===== src/hw/mult_pkg.sv =====
// shared widths, depths and encodings for the multiply engine
// register map, AXI4-Lite response codes and write-channel states

package mult_pkg;

  ////////////////////////////////////////////////////////////
  // datapath widths
  ////////////////////////////////////////////////////////////

  // operand A unsigned, operand B signed
  localparam int op_a_width = 25;
  localparam int op_b_width = 18;

  // low bits of the two's-complement product
  localparam int prod_width = 43;

  // enabled cycles from dina/dinb to dout
  localparam int mult_latency = 3;

  ////////////////////////////////////////////////////////////
  // buffering
  ////////////////////////////////////////////////////////////

  localparam int op_fifo_depth  = 8;
  localparam int res_fifo_depth = 8;

  // occupancy counter width of the result buffer
  localparam int res_cnt_width = $clog2(res_fifo_depth + 1);

  ////////////////////////////////////////////////////////////
  // host port
  ////////////////////////////////////////////////////////////

  localparam int axil_addr_width = 5;
  localparam int axil_data_width = 32;

  typedef enum logic [axil_addr_width-1:0] {
    reg_op_a   = 5'h00,
    reg_op_b   = 5'h04,
    reg_status = 5'h08,
    reg_res_lo = 5'h0C,
    reg_res_hi = 5'h10
  } reg_addr_e;

  typedef enum logic [1:0] {
    resp_okay   = 2'b00,
    resp_slverr = 2'b10
  } axil_resp_e;

  typedef enum logic {
    wr_idle,
    wr_resp
  } wr_state_e;

endpackage


===== src/hw/axil_mult_regs.sv =====
// AXI4-Lite register front end of the multiply engine
// operand writes push pairs, reads return status and products

module axil_mult_regs (
  input  logic                                   clk,
  input  logic                                   rst_n,
  // write address
  input  logic [mult_pkg::axil_addr_width-1:0]   awaddr,
  input  logic                                   awvalid,
  output logic                                   awready,
  // write data
  input  logic [mult_pkg::axil_data_width-1:0]   wdata,
  input  logic [mult_pkg::axil_data_width/8-1:0] wstrb,
  input  logic                                   wvalid,
  output logic                                   wready,
  // write response
  output logic [1:0]                             bresp,
  output logic                                   bvalid,
  input  logic                                   bready,
  // read address
  input  logic [mult_pkg::axil_addr_width-1:0]   araddr,
  input  logic                                   arvalid,
  output logic                                   arready,
  // read data
  output logic [mult_pkg::axil_data_width-1:0]   rdata,
  output logic [1:0]                             rresp,
  output logic                                   rvalid,
  input  logic                                   rready,
  // operand buffer
  input  logic                                   op_full,
  input  logic                                   op_empty,
  output logic                                   op_push,
  output logic [mult_pkg::prod_width-1:0]        op_word,
  // result buffer
  input  logic                                   res_empty,
  input  logic [mult_pkg::res_cnt_width-1:0]     res_count,
  input  logic [mult_pkg::prod_width-1:0]        res_data,
  output logic                                   res_pop
);

  import mult_pkg::*;

  localparam int hi_width = prod_width - axil_data_width;

  wr_state_e                  wr_state;
  reg_addr_e                  wr_addr;
  reg_addr_e                  rd_addr;
  axil_resp_e                 wr_code;
  axil_resp_e                 rd_code;
  logic                       wr_ready;
  logic                       wr_fire;
  logic                       wr_is_a;
  logic                       wr_is_b;
  logic                       wr_stall;
  logic                       rd_fire;
  logic [op_a_width-1:0]      op_a_q;
  logic [axil_data_width-1:0] status_word;
  logic [axil_data_width-1:0] rd_word;

  ////////////////////////////////////////////////////////////
  // write channel
  ////////////////////////////////////////////////////////////

  // byte strobes not supported, every write is a full word
  assign wr_addr = reg_addr_e'(awaddr);

  always_comb begin
    wr_is_a = 1'b0;
    wr_is_b = 1'b0;
    wr_code = resp_slverr;
    case (wr_addr)
      reg_op_a: begin
        wr_is_a = 1'b1;
        wr_code = resp_okay;
      end
      reg_op_b: begin
        wr_is_b = 1'b1;
        wr_code = resp_okay;
      end
      default: ;
    endcase
  end

  // hold off a pair push until the operand FIFO has room
  assign wr_stall = wr_is_b && op_full;
  assign awready  = wr_ready;
  assign wready   = wr_ready;
  assign wr_fire  = wr_ready && awvalid && wvalid;

  always_ff @(posedge clk) begin
    if (!rst_n) begin
      wr_state <= wr_idle;
      wr_ready <= 1'b0;
      bvalid   <= 1'b0;
      bresp    <= resp_okay;
    end else begin
      case (wr_state)
        wr_idle: begin
          if (wr_ready) begin
            // one-cycle ready pulse, then answer
            wr_ready <= 1'b0;
            bvalid   <= 1'b1;
            bresp    <= wr_code;
            wr_state <= wr_resp;
          end else if (awvalid && wvalid && !wr_stall) begin
            wr_ready <= 1'b1;
          end
        end
        wr_resp: begin
          if (bready) begin
            bvalid   <= 1'b0;
            wr_state <= wr_idle;
          end
        end
        default: wr_state <= wr_idle;
      endcase
    end
  end

  // operand A waits here for its B
  always_ff @(posedge clk) begin
    if (wr_fire && wr_is_a)
      op_a_q <= wdata[op_a_width-1:0];
  end

  assign op_push = wr_fire && wr_is_b;
  assign op_word = {wdata[op_b_width-1:0], op_a_q};

  ////////////////////////////////////////////////////////////
  // read channel
  ////////////////////////////////////////////////////////////

  assign rd_addr = reg_addr_e'(araddr);
  assign arready = !rvalid;
  assign rd_fire = arvalid && arready;

  always_comb begin
    status_word = '0;
    status_word[res_cnt_width-1:0] = res_count;
    status_word[8] = op_full;
    status_word[9] = op_empty;
  end

  // result reads on an empty buffer give zero and an error
  always_comb begin
    rd_word = '0;
    rd_code = resp_slverr;
    case (rd_addr)
      reg_status: begin
        rd_word = status_word;
        rd_code = resp_okay;
      end
      reg_res_lo: begin
        if (!res_empty) begin
          rd_word = res_data[axil_data_width-1:0];
          rd_code = resp_okay;
        end
      end
      reg_res_hi: begin
        if (!res_empty) begin
          rd_word = {{(axil_data_width-hi_width){res_data[prod_width-1]}},
                     res_data[prod_width-1:axil_data_width]};
          rd_code = resp_okay;
        end
      end
      default: ;
    endcase
  end

  assign res_pop = rd_fire && (rd_addr == reg_res_hi) && !res_empty;

  always_ff @(posedge clk) begin
    if (!rst_n)
      rvalid <= 1'b0;
    else if (rd_fire)
      rvalid <= 1'b1;
    else if (rready)
      rvalid <= 1'b0;
  end

  always_ff @(posedge clk) begin
    if (rd_fire) begin
      rdata <= rd_word;
      rresp <= rd_code;
    end
  end

  // a write response is held until the host takes it
  assert property (@(posedge clk) disable iff (!rst_n) bvalid && !bready |=> bvalid);

endmodule


===== src/hw/math_mult_18.sv =====
// 25x18 multiplier, unsigned A times signed B
// three enabled register stages, registered 43-bit output

module math_mult_18 (
  input  logic                                clk,
  input  logic                                rst_n,
  input  logic                                ena,
  input  logic        [mult_pkg::op_a_width-1:0] dina,
  input  logic signed [mult_pkg::op_b_width-1:0] dinb,
  output logic        [mult_pkg::prod_width-1:0] dout
);

  import mult_pkg::*;

  logic        [op_a_width-1:0]            a_reg;
  logic signed [op_b_width-1:0]            b_reg;
  logic        [prod_width-1:0]            m_reg;
  logic signed [op_a_width+op_b_width:0]   full_prod;

  // zero-extend A so it multiplies as a positive number
  assign full_prod = $signed({1'b0, a_reg}) * b_reg;

  // input, product and output stages, all held while ena is low
  always_ff @(posedge clk) begin
    if (!rst_n) begin
      a_reg <= '0;
      b_reg <= '0;
      m_reg <= '0;
      dout  <= '0;
    end else if (ena) begin
      a_reg <= dina;
      b_reg <= dinb;
      m_reg <= full_prod[prod_width-1:0];
      dout  <= m_reg;
    end
  end

endmodule


===== src/hw/mult_engine_top.sv =====
// memory-mapped multiply engine
// AXI4-Lite front end, operand and result FIFOs, issue stage, multiplier

module mult_engine_top (
  input  logic                                   clk,
  input  logic                                   rst_n,
  input  logic [mult_pkg::axil_addr_width-1:0]   awaddr,
  input  logic                                   awvalid,
  output logic                                   awready,
  input  logic [mult_pkg::axil_data_width-1:0]   wdata,
  input  logic [mult_pkg::axil_data_width/8-1:0] wstrb,
  input  logic                                   wvalid,
  output logic                                   wready,
  output logic [1:0]                             bresp,
  output logic                                   bvalid,
  input  logic                                   bready,
  input  logic [mult_pkg::axil_addr_width-1:0]   araddr,
  input  logic                                   arvalid,
  output logic                                   arready,
  output logic [mult_pkg::axil_data_width-1:0]   rdata,
  output logic [1:0]                             rresp,
  output logic                                   rvalid,
  input  logic                                   rready
);

  import mult_pkg::*;

  // operand path
  logic                     op_push;
  logic [prod_width-1:0]    op_word;
  logic                     op_pop;
  logic [prod_width-1:0]    op_head;
  logic                     op_full;
  logic                     op_empty;

  // result path
  logic                     res_push;
  logic [prod_width-1:0]    res_word;
  logic                     res_pop;
  logic [prod_width-1:0]    res_head;
  logic                     res_empty;
  logic [res_cnt_width-1:0] res_count;

  // multiplier
  logic                         mult_ena;
  logic        [op_a_width-1:0] dina;
  logic signed [op_b_width-1:0] dinb;
  logic        [prod_width-1:0] dout;

  axil_mult_regs regs0 (
    .clk       (clk),
    .rst_n     (rst_n),
    .awaddr    (awaddr),
    .awvalid   (awvalid),
    .awready   (awready),
    .wdata     (wdata),
    .wstrb     (wstrb),
    .wvalid    (wvalid),
    .wready    (wready),
    .bresp     (bresp),
    .bvalid    (bvalid),
    .bready    (bready),
    .araddr    (araddr),
    .arvalid   (arvalid),
    .arready   (arready),
    .rdata     (rdata),
    .rresp     (rresp),
    .rvalid    (rvalid),
    .rready    (rready),
    .op_full   (op_full),
    .op_empty  (op_empty),
    .op_push   (op_push),
    .op_word   (op_word),
    .res_empty (res_empty),
    .res_count (res_count),
    .res_data  (res_head),
    .res_pop   (res_pop)
  );

  sync_fifo #(
    .width (prod_width),
    .depth (op_fifo_depth)
  ) op_fifo0 (
    .clk       (clk),
    .rst_n     (rst_n),
    .push      (op_push),
    .push_data (op_word),
    .pop       (op_pop),
    .pop_data  (op_head),
    .full      (op_full),
    .empty     (op_empty),
    .count     ()
  );

  mult_issue issue0 (
    .clk       (clk),
    .rst_n     (rst_n),
    .op_data   (op_head),
    .op_empty  (op_empty),
    .op_pop    (op_pop),
    .res_count (res_count),
    .dina      (dina),
    .dinb      (dinb),
    .mult_ena  (mult_ena),
    .prod      (dout),
    .res_push  (res_push),
    .res_data  (res_word)
  );

  math_mult_18 mult0 (
    .clk   (clk),
    .rst_n (rst_n),
    .ena   (mult_ena),
    .dina  (dina),
    .dinb  (dinb),
    .dout  (dout)
  );

  // credit check in the issue stage keeps this from overflowing
  sync_fifo #(
    .width (prod_width),
    .depth (res_fifo_depth)
  ) res_fifo0 (
    .clk       (clk),
    .rst_n     (rst_n),
    .push      (res_push),
    .push_data (res_word),
    .pop       (res_pop),
    .pop_data  (res_head),
    .full      (),
    .empty     (res_empty),
    .count     (res_count)
  );

endmodule


===== src/hw/mult_issue.sv =====
// issue stage between the operand FIFO and the multiplier
// pops pairs under a result credit check and pushes finished products

module mult_issue (
  input  logic                                   clk,
  input  logic                                   rst_n,
  input  logic        [mult_pkg::prod_width-1:0]    op_data,
  input  logic                                   op_empty,
  output logic                                   op_pop,
  input  logic        [mult_pkg::res_cnt_width-1:0] res_count,
  output logic        [mult_pkg::op_a_width-1:0]    dina,
  output logic signed [mult_pkg::op_b_width-1:0]    dinb,
  output logic                                   mult_ena,
  input  logic        [mult_pkg::prod_width-1:0]    prod,
  output logic                                   res_push,
  output logic        [mult_pkg::prod_width-1:0]    res_data
);

  import mult_pkg::*;

  logic [mult_latency-1:0]  vld_sr;
  logic [res_cnt_width-1:0] in_flight;
  logic [res_cnt_width:0]   used;
  logic                     credit_ok;

  // enable rises on the first cycle out of reset and stays up
  always_ff @(posedge clk) begin
    if (!rst_n)
      mult_ena <= 1'b0;
    else
      mult_ena <= 1'b1;
  end

  // operand word is {b, a}
  assign dina = op_data[op_a_width-1:0];
  assign dinb = op_data[op_a_width+op_b_width-1:op_a_width];

  ////////////////////////////////////////////////////////////
  // credit check
  ////////////////////////////////////////////////////////////

  // products still in the pipe, the one being pushed included
  assign in_flight = res_cnt_width'($countones(vld_sr));
  assign used      = {1'b0, res_count} + {1'b0, in_flight};
  assign credit_ok = (used < res_fifo_depth);

  assign op_pop = mult_ena && !op_empty && credit_ok;

  // valid bit rides alongside the multiplier stages
  always_ff @(posedge clk) begin
    if (!rst_n)
      vld_sr <= '0;
    else if (mult_ena)
      vld_sr <= {vld_sr[mult_latency-2:0], op_pop};
  end

  assign res_push = mult_ena && vld_sr[mult_latency-1];
  assign res_data = prod;

  // result buffer plus pipe never exceed the buffer size
  assert property (@(posedge clk) disable iff (!rst_n) used <= res_fifo_depth);

endmodule


===== src/hw/sync_fifo.sv =====
// synchronous FIFO with a show-ahead read port
// circular buffer with full, empty and occupancy count

module sync_fifo #(
  parameter int width = 8,
  parameter int depth = 8
) (
  input  logic                       clk,
  input  logic                       rst_n,
  input  logic                       push,
  input  logic [width-1:0]           push_data,
  input  logic                       pop,
  output logic [width-1:0]           pop_data,
  output logic                       full,
  output logic                       empty,
  output logic [$clog2(depth+1)-1:0] count
);

  localparam int ptr_width = (depth > 1) ? $clog2(depth) : 1;

  logic [width-1:0]     mem [depth];
  logic [ptr_width-1:0] wr_ptr;
  logic [ptr_width-1:0] rd_ptr;
  logic                 push_ok;
  logic                 pop_ok;

  // wrap at depth, so non power-of-two depths work too
  function automatic logic [ptr_width-1:0] ptr_next(input logic [ptr_width-1:0] ptr);
    if (ptr == ptr_width'(depth - 1))
      return '0;
    return ptr + 1'b1;
  endfunction

  assign push_ok = push && !full;
  assign pop_ok  = pop && !empty;

  always_ff @(posedge clk) begin
    if (!rst_n) begin
      wr_ptr <= '0;
      rd_ptr <= '0;
      count  <= '0;
    end else begin
      if (push_ok)
        wr_ptr <= ptr_next(wr_ptr);
      if (pop_ok)
        rd_ptr <= ptr_next(rd_ptr);
      if (push_ok && !pop_ok)
        count <= count + 1'b1;
      else if (pop_ok && !push_ok)
        count <= count - 1'b1;
    end
  end

  // storage
  always_ff @(posedge clk) begin
    if (push_ok)
      mem[wr_ptr] <= push_data;
  end

  // head word, shown ahead of the pop
  assign pop_data = mem[rd_ptr];
  assign full     = (count == depth);
  assign empty    = (count == '0);

  // the producer and consumer must respect the flags
  assert property (@(posedge clk) disable iff (!rst_n) !(push && full));
  assert property (@(posedge clk) disable iff (!rst_n) !(pop && empty));

endmodule


===== config.mk =====
export PLATFORM = sky130hd
export DESIGN_NAME = mult_engine_top
export DESIGN_NICKNAME = d
export VERILOG_FILES = /design/src/hw/mult_pkg.sv /design/src/hw/axil_mult_regs.sv /design/src/hw/math_mult_18.sv /design/src/hw/mult_engine_top.sv /design/src/hw/mult_issue.sv /design/src/hw/sync_fifo.sv
export SDC_FILE = /design/constraint.sdc
export NUM_CORES = 2
export LEC_CHECK = 0
export ABC_AREA = 1
export BUFFER_PORTS_ARGS = -buffer_cell sky130_fd_sc_hd__buf_2
export CAP_MARGIN = 40
export CORE_MARGIN = 4
export CORE_UTILIZATION = 49
export DETAILED_ROUTE_END_ITERATION = 10
export PLACE_DENSITY_LB_ADDON = 0.08
export SYNTH_ARGS = -nofsm -noshare
export SYNTH_HDL_FRONTEND = slang
export SYNTH_HIERARCHICAL = 1
export SYNTH_SLANG_ARGS = --single-unit

===== constraint.sdc =====
create_clock -name clk -period 6.26 [get_ports clk]
set_input_delay 0.313 -clock clk [delete_from_list [all_inputs] [get_ports clk]]
set_output_delay 0.313 -clock clk [all_outputs]
set_load 0.1 [all_outputs]

==> impl_metrics.env <==
export IMPL_outcome="complete, no violations"
export IMPL_finalCritPeriodShare=0.930
export IMPL_die_area_sq_um=113000
export IMPL_dpl_cell_area_sq_um=53800
export IMPL_drt_initial_drc_count=2196
export IMPL_rsz0062_at_grt="no"
export IMPL_synth_warnings=6
export IMPL_via_count=35100
export IMPL_cts_tree="done"
export IMPL_crit_path_frequent_cell="fa_1"
export IMPL_htreeDepth=3
export IMPL_drv_cap=0
export IMPL_core_area_sq_um=106000
export IMPL_min_delay_path_depth=5
export IMPL_insertedDiodeCount=0
export IMPL_slew_violations=0
export IMPL_track_usage=0.225
export IMPL_cts_made_buffers=97
export IMPL_ant_nets=0
export IMPL_hold_class="input pin to flop"
export IMPL_io_buffers=80
export IMPL_path_buf_inv=5
export IMPL_slowest_stage="dfxtp_1"
export IMPL_syn_area_sq_um=52600
export IMPL_power_leakage_nw=25.6
export IMPL_cts_root_buf="clkbuf_16"
export IMPL_reg_top3="op_fifo0/mem (344), res_fifo0/mem (344)"
export IMPL_drc=0
export IMPL_fmax_ghz=0.172
export IMPL_grt_pass1_vias=34800
export IMPL_wire_per_inst_um=17.8
export IMPL_vdd_ir_drop_max_v=0.000264
export IMPL_fillerInstances=9505
export IMPL_setup_violations=0
export IMPL_setup_tns_ps=0
export IMPL_finClkSkew_ps=17.9
export IMPL_postLayoutCoreUtil=0.540
export IMPL_final_instance_count_excl_fill=7012
export IMPL_tightest_slew_ps=883
export IMPL_p_total_mw=15.3
export IMPL_clk_latency_ps=680
export IMPL_critical_path_top_delay_family="adder cells"
export IMPL_worst_slack_ps=440
export IMPL_cpPeakStageDelay_ps=700
export IMPL_row_count=119
export IMPL_dp_slack_ps=366
export IMPL_cts_buffer_depth=3
export IMPL_num_io_pins=94
export IMPL_hold_start="awvalid"
export IMPL_numClockSinks=910
export IMPL_r2r_cells=20
export IMPL_holdPathEnd="regs0/awready"
export IMPL_antenna_found_initial=1
export IMPL_r2r_slack_ps=440
export IMPL_critPathRequiredTime_ps=6870
export IMPL_max_slew_margin_rel=0.412
export IMPL_r2r_end="mult0/m_reg[25]"
export IMPL_r2r_start="mult0/a_reg[9]"
export IMPL_fin_area_sq_um=57300
export IMPL_grt_max_degree=87
export IMPL_clkTransAtPathRegs_ps=60
export IMPL_powerDensity_nw_per_um2=267
export IMPL_layout_drive_gt1_share=0.0751
export IMPL_synthCells=5600
export IMPL_period_needed_ps=5820
export IMPL_worstPathArrival_ps=6430
export IMPL_critical_path_class="flop to flop"
export IMPL_start_util=0.496
export IMPL_final_hold_viol_count=0
export IMPL_first_pass_iters=8
export IMPL_die_h_um=336
export IMPL_syn_avg_cell_area_sq_um=9.40
export IMPL_end_kind="flop"
export IMPL_gp_congestion=0.847
export IMPL_crit_path_start_kind="flop"
export IMPL_crit_chain="buf_4 > nand2_1 > fa_1 > inv_1 > fa_1 > fa_1 > fa_1 > fa_1 > inv_1 > fa_1 > inv_1 > ha_1 > nand2_2 > nor2_1 > and2_2 > nand3b_1 > nand3_2 > xor2_1 > o21ai_0 > inv_1"
export IMPL_place_inst=6801
export IMPL_grt_pass1_wl_um=199000
export IMPL_dp_final_hpwl_um=82000
export IMPL_critPathMaxFanout=11
export IMPL_vias_per_cell=5.00
export IMPL_timing_hold_ws_ps=68.3
export IMPL_die_w_um=336
export IMPL_routed_wl_um=125000
export IMPL_areaGrowthSynthToFinish_pct=8.85
export IMPL_nNetsFinal=6123
export IMPL_overflow=0
## timing repair
item | in CTS | in global routing
resized for setup | 0 | 3
hold buffers | 29 | 0
setup endpoints to repair | 0 | 4
endpoints found under the hold margin | 173 | 0
buffers inserted | 0 | 0
## worst register-to-register path, cell delays in order, from the launching register on
cell,delay [ps]
dfxtp_1,700
buf_4,300
nand2_1,100
fa_1,540
inv_1,50
fa_1,510
fa_1,570
fa_1,430
fa_1,490
inv_1,50
fa_1,470
inv_1,40
ha_1,370
nand2_2,110
nor2_1,180
and2_2,190
nand3b_1,90
nand3_2,130
xor2_1,290
o21ai_0,120
inv_1,70
## area by class of cell
cell class | instances | area, sq um | share of cell area
Inverter | 799 | 3010 | 0.0525
Multi-Input combinational cell | 3506 | 21900 | 0.382
Timing Repair Buffer | 224 | 1770 | 0.0309
Tap cell | 1391 | 1740 | 0.0304
Sequential cell | 910 | 25700 | 0.449
Clock inverter | 44 | 463 | 0.00808
Clock buffer | 138 | 2690 | 0.0470
## cell usage in the layout (no fill, tap or decap), drive strengths merged
cell type and count:
nand3b 2, or2 19, nand2 1198, xnor2 5, a22oi 1, a31oi 1, xor2 19, a21o 1
conb 2, clkinvlp 1, clkinv 36, o21a 1, clkbuf 138, o211ai 2, a21oi 49, fa 371
nor3 8, buf 195, nand3 83, inv 800, dfxtp 164, dlygate4sd3 29, o21ai 489, edfxtp 746
nor2 1085, nand4 1, ha 161, o21bai 4, bufinv 6, and2 2, nor4 2
## per-layer routing
metal  part of all wire  vias to the layer above  track usage  routed length, um
li1                   -                    17200            -                  -
met1               0.45                    17000        0.308              56800
met4              0.026                        0       0.0614               3300
met2               0.48                      680        0.384              60100
met5                  0                        -            0                  0
met3              0.039                      151       0.0263               4870
## power breakdown
group	leakage (nW)	internal, mW	switching (mW)
clock network	1.54	3.26	2.34
logic	15.9	0.992	1.87
registers	8.16	6.69	0.159
total	25.6	10.9	4.37
## worst max-delay path by stage
stage                    startpoint               to  slack (ps)  depth (start not counted)
CTS                  mult0/b_reg[3]  mult0/m_reg[34]         360                         24
detailed placement   mult0/b_reg[3]  mult0/m_reg[34]         370                         24
global placement     mult0/b_reg[3]  mult0/m_reg[42]         350                         25
finish               mult0/a_reg[9]  mult0/m_reg[25]         440                         20
floorplan           mult0/a_reg[14]  mult0/m_reg[22]         780                         24
global route        mult0/a_reg[10]  mult0/m_reg[40]          60                         23
No activity file was read; power rests on OpenSTA's default activity.
